### src/logic/conv_batch_pkg.sv
`default_nettype none

package conv_batch_pkg;

        typedef enum logic [1:0] {
                BATCH_FIRST  = 2'd0,
                BATCH_MID    = 2'd1,
                BATCH_LAST   = 2'd2,
                BATCH_SINGLE = 2'd3
        } batch_t;

        // starts a fresh total
        function automatic logic batch_opens(batch_t code);
                return (code == BATCH_FIRST) || (code == BATCH_SINGLE);
        endfunction

        // adds bias and emits a result
        function automatic logic batch_closes(batch_t code);
                return (code == BATCH_LAST) || (code == BATCH_SINGLE);
        endfunction

endpackage

`default_nettype wire

### src/logic/conv_data_pkg.sv
`default_nettype none

package conv_data_pkg;

        //======================================================================
        // widths and element types
        //======================================================================
        localparam int WIN_TAPS = 9;
        localparam int ACC_W    = 32;

        typedef logic signed [7:0]  pixel_t;
        typedef logic signed [7:0]  weight_t;

        // raster order, index 0 is top left
        typedef pixel_t  [WIN_TAPS-1:0] window_t;
        typedef weight_t [WIN_TAPS-1:0] kernel_t;

        typedef logic signed [15:0] prod_t;
        typedef logic signed [19:0] dot_t;
        typedef logic signed [23:0] chan_sum_t;

        typedef logic signed [ACC_W-1:0] acc_t;
        typedef logic signed [ACC_W:0]   acc_ext_t;
        typedef logic signed [31:0]      bias_t;
        typedef logic signed [23:0]      conv_out_t;

        //======================================================================
        // pipeline latencies
        //======================================================================
        localparam int DOT_LAT  = 2;
        localparam int SUM_LAT  = 1;
        localparam int FEED_LAT = DOT_LAT + SUM_LAT;

        // clip range of conv_out_t
        localparam int OUT_MAX = 2 ** ($bits(conv_out_t) - 1) - 1;
        localparam int OUT_MIN = -(2 ** ($bits(conv_out_t) - 1));

endpackage

`default_nettype wire

### src/logic/batch_accumulator.sv
`timescale 1ns/10ps
`default_nettype none

module batch_accumulator
        import conv_data_pkg::*;
        import conv_batch_pkg::*;
(
        input  logic      sclk,
        input  logic      rst,
        input  chan_sum_t sum,
        input  logic      sum_vld,
        input  batch_t    batch,
        input  bias_t     bias,
        output conv_out_t conv_out,
        output logic      conv_out_vld
);

acc_t      total;
acc_t      total_next;
acc_ext_t  biased;
conv_out_t sat;
logic      open_q;
logic      closing;

assign closing = sum_vld && batch_closes(batch);

//======================================================================
// next total, bias and clip
//======================================================================
always_comb begin
        if (batch_opens(batch)) begin
                total_next = acc_t'(sum);
        end else begin
                total_next = total + acc_t'(sum);
        end
        // one extra bit so the bias add cannot wrap
        biased = acc_ext_t'(total_next) + acc_ext_t'(bias);
        if (biased > acc_ext_t'(OUT_MAX)) begin
                sat = conv_out_t'(OUT_MAX);
        end else if (biased < acc_ext_t'(OUT_MIN)) begin
                sat = conv_out_t'(OUT_MIN);
        end else begin
                sat = conv_out_t'(biased);
        end
end

always_ff @(posedge sclk) begin
        if (rst) begin
                total        <= '0;
                open_q       <= 1'b0;
                conv_out     <= '0;
                conv_out_vld <= 1'b0;
        end else begin
                conv_out_vld <= closing;
                if (sum_vld) begin
                        total  <= total_next;
                        open_q <= !batch_closes(batch);
                end
                if (closing) begin
                        conv_out <= sat;
                end
        end
end

//======================================================================
// checks
//======================================================================
// mid or last with nothing open
a_open_seq: assert property (@(posedge sclk) disable iff (rst)
        sum_vld && !batch_opens(batch) |-> open_q)
        else $error("batch code %0d with no open accumulation", batch);

endmodule

`default_nettype wire

### config.mk
export PLATFORM = sky130hd
export DESIGN_NAME = batch_accumulator
export DESIGN_NICKNAME = d
export VERILOG_FILES = /design/src/logic/conv_batch_pkg.sv /design/src/logic/conv_data_pkg.sv /design/src/logic/batch_accumulator.sv
export SDC_FILE = /design/constraint.sdc
export NUM_CORES = 1
export LEC_CHECK = 0
export BUFFER_PORTS_ARGS = -buffer_cell sky130_fd_sc_hd__buf_2
export CAP_MARGIN = 20
export CORE_MARGIN = 5
export CORE_UTILIZATION = 44
export CTS_BUF_LIST = sky130_fd_sc_hd__clkbuf_8 sky130_fd_sc_hd__clkbuf_16
export DETAILED_ROUTE_END_ITERATION = 12
export PLACE_DENSITY = 0.65
export SYNTH_ARGS = -nofsm -noshare
export SYNTH_HDL_FRONTEND = slang
export SYNTH_SLANG_ARGS = --single-unit
export TNS_END_PERCENT = 20
### constraint.sdc
create_clock -name sclk -period 8.4 [get_ports sclk]
set_input_delay 1.68 -clock sclk [delete_from_list [all_inputs] [get_ports sclk]]
set_output_delay 1.68 -clock sclk [all_outputs]
set_load 0.02 [all_outputs]
Yosys cells after proc, flatten, opt, wreduce, memory -nomap -nowiden
Cells that the tools add are included.
Widths: inputs -> output; s select.

storage, ports and cells
  register bits after elaboration = 57
  output and inout port bits = 25
  logic and storage cells = 16

operators by class
  $add $sub $neg = 2
  $lt $le $gt $ge = 2
  equality and inequality tests = 2
  mux-type cells = 3
  reductions and logical operators = 4

operator list
  kind                  number
  $mux 24               2
  $add 32x32->33        1
  $gt 33x24->1 const B  1
  $lt 33x24->1 const B  1
  $add 32x24->32        1
  $mux 32               1
  $eq 2x2->1 const B    2
  $logic_not 2->1       1
  $logic_or 1x1->1      2
  $logic_and 1x1->1     1

Depth between registers and ports, before layout
  depth in word-level cells = 7
  gate-level depth with buffers = 25
  gate-level depth less buffers = 23

Worst setup path before layout
OpenSTA, ideal clock, no wires.

  path type = input to register
  start = input sum[12]
  end = register conv_out[16]
  arrival time = 6.741 ns
  data required time = 8.255 ns
  setup slack = 1.514 ns
  stages on the path = 23
  buffers on the path = 3
  path through = ha_1 > clkbuf_1 > nand4_1 > or3_1 > and3_1 > o31a_1 > a21bo_2 > o21ai_1 > a31oi_1 > xor2_1 > o21ai_0 > ha_1 > buf_4 > and3_4 > nand3_2 > or4_1 > a31oi_2 > o41a_2 > a31oi_1 > or4_4 > o41ai_4 > buf_6 > a211oi_2

between the ends
  word-level cells in the longest chain between the ends = 6
  elaborated cells between the ends (all ways) = 7
  classes of those cells = 2 x add/sub; 2 x order compare; 3 x mux

ends and longest elaborated chain
  element               RTL line                 text
  from (decl)           batch_accumulator.sv:10  input chan_sum_t sum,
  $add 32x24->32 *      batch_accumulator.sv:34  total_next = total + acc_t'(sum);
  $mux 32 *             batch_accumulator.sv:31  if (batch_opens(batch)) begin
  net total_next[26]    batch_accumulator.sv:19  acc_t total_next;
  $add 32x32->33 *      batch_accumulator.sv:37  biased = acc_ext_t'(total_next) + acc_ext_t'(bias);
  $lt 33x24->1          batch_accumulator.sv:40  end else if (biased < acc_ext_t'(OUT_MIN)) begin
  $mux 24               batch_accumulator.sv:40
  $mux 24 *             batch_accumulator.sv:38  if (biased > acc_ext_t'(OUT_MAX)) begin
  to (signal assigned)  batch_accumulator.sv:60  conv_out <= sat;
  to (decl)             batch_accumulator.sv:14  output conv_out_t conv_out,

Mark *: on every way through the listed nets, which the timed path passes. The rest lies on a longest branch.
A chain may end at the register's enable or synchronous reset.

Worst setup path in the final report
  start = input sum[0]
  end = register conv_out[4]

Same word-level chain as after synthesis.

==> impl_metrics.env <==
export IMPL_outcome="finished, final reports clean"
export IMPL_hold_path_class="reg2reg"
export IMPL_multiInputGateArea_mm2=0.004606
export IMPL_routed_wl_mm=15.75
export IMPL_boundaryPins=86
export IMPL_rrSetupSlack_ps=2320
export IMPL_yosysWarnings=0
export IMPL_synth_ff_type="dfxtp_1"
export IMPL_clock_skew_final_ps=8.376
export IMPL_post_synth_cell_area_avg_um2=7.876
export IMPL_drtIter0Drc=321
export IMPL_grt_pass1_wl_mm=26.47
export IMPL_synth_edff_count=0
export IMPL_synthesis_area_mm2=0.006033
export IMPL_rsz0062_at_grt="false"
export IMPL_max_freq_mhz=138.4
export IMPL_place_inst=1000
export IMPL_period_share_pct=86.05
export IMPL_tightestPinTransition_ps=719.3
export IMPL_syn_num_nets=894
export IMPL_tns_ps=0
export IMPL_gp_congestion=0.8688
export IMPL_io_buffer_count=85
export IMPL_start_util_pct=45.20
export IMPL_core_area_mm2=0.01335
export IMPL_grt_max_degree=53
export IMPL_slowest_delay_ps=560
export IMPL_drive_gt1_share_pct=20.12
export IMPL_final_max_slew_viol_count=0
export IMPL_n_fill_cell=1362
export IMPL_cts_max_level=3
export IMPL_drc=0
export IMPL_viasPerCell=5.480
export IMPL_leakage_nw=3.180
export IMPL_synth_cell_type_count=70
export IMPL_cp_data_arrival_time_ps=7410
export IMPL_critical_path_max_fanout=23
export IMPL_die_w_um=127.1
export IMPL_cts_sinks=57
export IMPL_critical_path_cell_chain="buf_2, ha_1, fa_1, a211oi_1, o21bai_1, o211ai_1, and3_1, o31a_1, a21bo_2, o21ai_1, a31oi_1, xor2_1, o21ai_0, ha_1, and3_4, nand3_2, or4_1, a31oi_2, o41a_2, a31oi_1, or4_4, o41ai_4, buf_4, a211oi_1"
export IMPL_layout_nets=963
export IMPL_instances_no_fill=1016
export IMPL_hold_buffers=0
export IMPL_hold_viol=0
export IMPL_clk_insertion_delay_late_ps=340
export IMPL_cts_buffers=9
export IMPL_cts_setup_buffers=0
export IMPL_tritoncts="yes"
export IMPL_hpwl_mm=12.26
export IMPL_crit_type="in2reg"
export IMPL_synth_seq_cells=57
export IMPL_antenna_cells=0
export IMPL_maxCapViolations=0
export IMPL_die_y_um=127.1
export IMPL_vdd_ir_drop_max_v=0.00009725
export IMPL_grt_usage_pct=19.96
export IMPL_fp_dieArea_mm2=0.01615
export IMPL_clock_path_buffers=2
export IMPL_seq_area_mm2=0.001141
export IMPL_cts_root_buf="clkbuf_16"
export IMPL_antenna_found_initial=0
export IMPL_startpoint_type="input port"
export IMPL_syn_inst=766
export IMPL_num_rows=42
export IMPL_overflow=0
export IMPL_area_growth_synth_to_final_pct=14.25
export IMPL_dr_pass1_iters=5
export IMPL_critical_path_slowest_cell="or4_1"
export IMPL_first_global_vias=5334
export IMPL_power_per_cell_area_mw_per_mm2=215.1
export IMPL_post_cts_resize_count=0
export IMPL_routedWlPerCell_um=15.50
export IMPL_period_needed_ps=7228
export IMPL_setup_violations=0
export IMPL_critPathRequiredTime_ps=8590
export IMPL_synthArstFlopShare_pct=0
export IMPL_ant_nets=0
export IMPL_end_kind="flip-flop"
export IMPL_clk_pin_slew_ps=50
export IMPL_seq_area_frac_synth_pct=18.91
export IMPL_vias=5568
export IMPL_maxSlewHeadroom_pct=52.05
==> per-stage QoR <==
step	util (%)	power, mW	instance area [µm²]	setup WS [ps]	hold WS (ps)
after floorplan	-	0.9250	6033	1515	449.1
after global placement	49.16	1.072	6561	1004	446.6
after detailed placement	49.16	1.070	6561	883.1	445.2
after CTS	51.64	1.489	6893	1216	458.1
after global routing	51.64	1.600	6893	772.4	464.9
final	51.64	1.482	6893	1172	460.4
==> logic make-up after synthesis <==
| family | share of synthesized area (%) |
|---|---|
| adder cells (fa/ha/maj) | 14.14 |
| multiplexers | 4.479 |
| AO/OA/AOI/OAI | 30.36 |
| flip-flops | 18.91 |
| XOR/XNOR | 7.549 |
| buffers and inverters | 4.749 |
| AND/OR/NAND/NOR | 19.81 |
==> critical path: cells and delay by family <==
kind	cells	cell delay, ps
AO/OA/AOI/OAI	13	2210
AND/OR/NAND/NOR	5	1690
adder cells (fa/ha/maj)	3	1110
buffers and inverters	2	500
XOR/XNOR	1	200
==> cell usage in the layout (no fill, tap or decap), types with 3 or more instances in the layout <==
| cell type | Yosys | final |
|---|---|---|
| a31oi_1 | 11 | 11 |
| a21o_1 | 23 | 23 |
| xnor2_1 | 36 | 36 |
| a211oi_2 | 19 | 19 |
| nand2_1 | 74 | 74 |
| mux2i_1 | 18 | 18 |
| nand4_1 | 9 | 9 |
| xor2_1 | 16 | 16 |
| mux2_2 | 7 | 7 |
| buf_4 | 2 | 9 |
| a21oi_1 | 51 | 51 |
| a21oi_2 | 4 | 4 |
| o21ai_0 | 47 | 47 |
| a211oi_1 | 11 | 11 |
| o211ai_1 | 10 | 10 |
| buf_2 | 4 | 85 |
| and4_1 | 3 | 3 |
| nand3_1 | 8 | 8 |
| and2_1 | 7 | 7 |
| o31ai_1 | 6 | 6 |
| a21boi_0 | 4 | 4 |
| and3_1 | 11 | 11 |
| a311oi_1 | 3 | 3 |
| dfxtp_1 | 57 | 57 |
| ha_1 | 65 | 65 |
| a2111oi_0 | 3 | 3 |
| nor3_1 | 6 | 6 |
| inv_1 | 27 | 28 |
| a211o_1 | 4 | 4 |
| nor2_1 | 90 | 90 |
| clkbuf_16 | 0 | 9 |
| or3_1 | 5 | 5 |
| o21bai_1 | 9 | 9 |
| nand2b_1 | 9 | 9 |
| nor2b_1 | 6 | 6 |
| nand2_2 | 11 | 11 |
| o21ai_1 | 6 | 6 |
| o21a_1 | 14 | 14 |
==> final timing paths <==
kind,start,to,depth (start not counted)
max,sum[0],conv_out[4]$_SDFFE_PP0P_,24
min reg2reg,conv_out[23]$_SDFFE_PP0P_,conv_out[23]$_SDFFE_PP0P_,2
min,conv_out[23]$_SDFFE_PP0P_,conv_out[23]$_SDFFE_PP0P_,2
max reg2reg,total[0]$_SDFFE_PP0P_,conv_out[4]$_SDFFE_PP0P_,23
==> synthesized netlist by cell type, types with 10 or more instances <==
master | n | area, µm²
a211oi_1 | 11 | 82.58
xnor2_1 | 36 | 315.3
dfxtp_1 | 57 | 1141
nand2_1 | 74 | 277.8
o21ai_0 | 47 | 235.2
and3_1 | 11 | 68.82
a21o_1 | 23 | 172.7
inv_1 | 27 | 101.4
clkbuf_1 | 24 | 90.09
xor2_1 | 16 | 140.1
a211oi_2 | 19 | 237.7
nand2_2 | 11 | 68.82
ha_1 | 65 | 813.3
o21a_1 | 14 | 105.1
a31oi_1 | 11 | 68.82
o211ai_1 | 10 | 75.07
mux2i_1 | 18 | 180.2
a21oi_1 | 51 | 255.2
nor2_1 | 90 | 337.8
==> layout make-up <==
type,count,share of cell area [%]
Clock inverter,5,1.144
Multi-Input combinational cell,646,66.82
Inverter,27,1.470
Timing Repair Buffer,94,7.152
Clock buffer,11,3.667
Tap cell,176,3.195
Sequential cell,57,16.55
==> state kept, by name, summed over array words and instances (netlist names) <==
name / count
total: 32
conv_out: 24
conv_out_vld: 1
==> report_power, final <==
part / total, mW / internal, mW / switching (mW)
Clock: 0.407 / 0.274 / 0.133
Combinational: 0.762 / 0.312 / 0.450
Sequential: 0.313 / 0.298 / 0.0151
Total: 1.48 / 0.884 / 0.598
==> per-layer routing <==
metal  wire length, µm  global-route usage, %  vias to the layer above  part of all wire, %
met5                 0                      0                        -                    0
met4               256                  6.057                        0                  1.6
met3               730                  2.963                       18                  4.6
met2              6925                  30.79                      123                   44
met1              7832                  28.73                     2516                   50
li1                  -                      -                     2911                    -
Note: power is estimated with default switching activity, not from simulation.
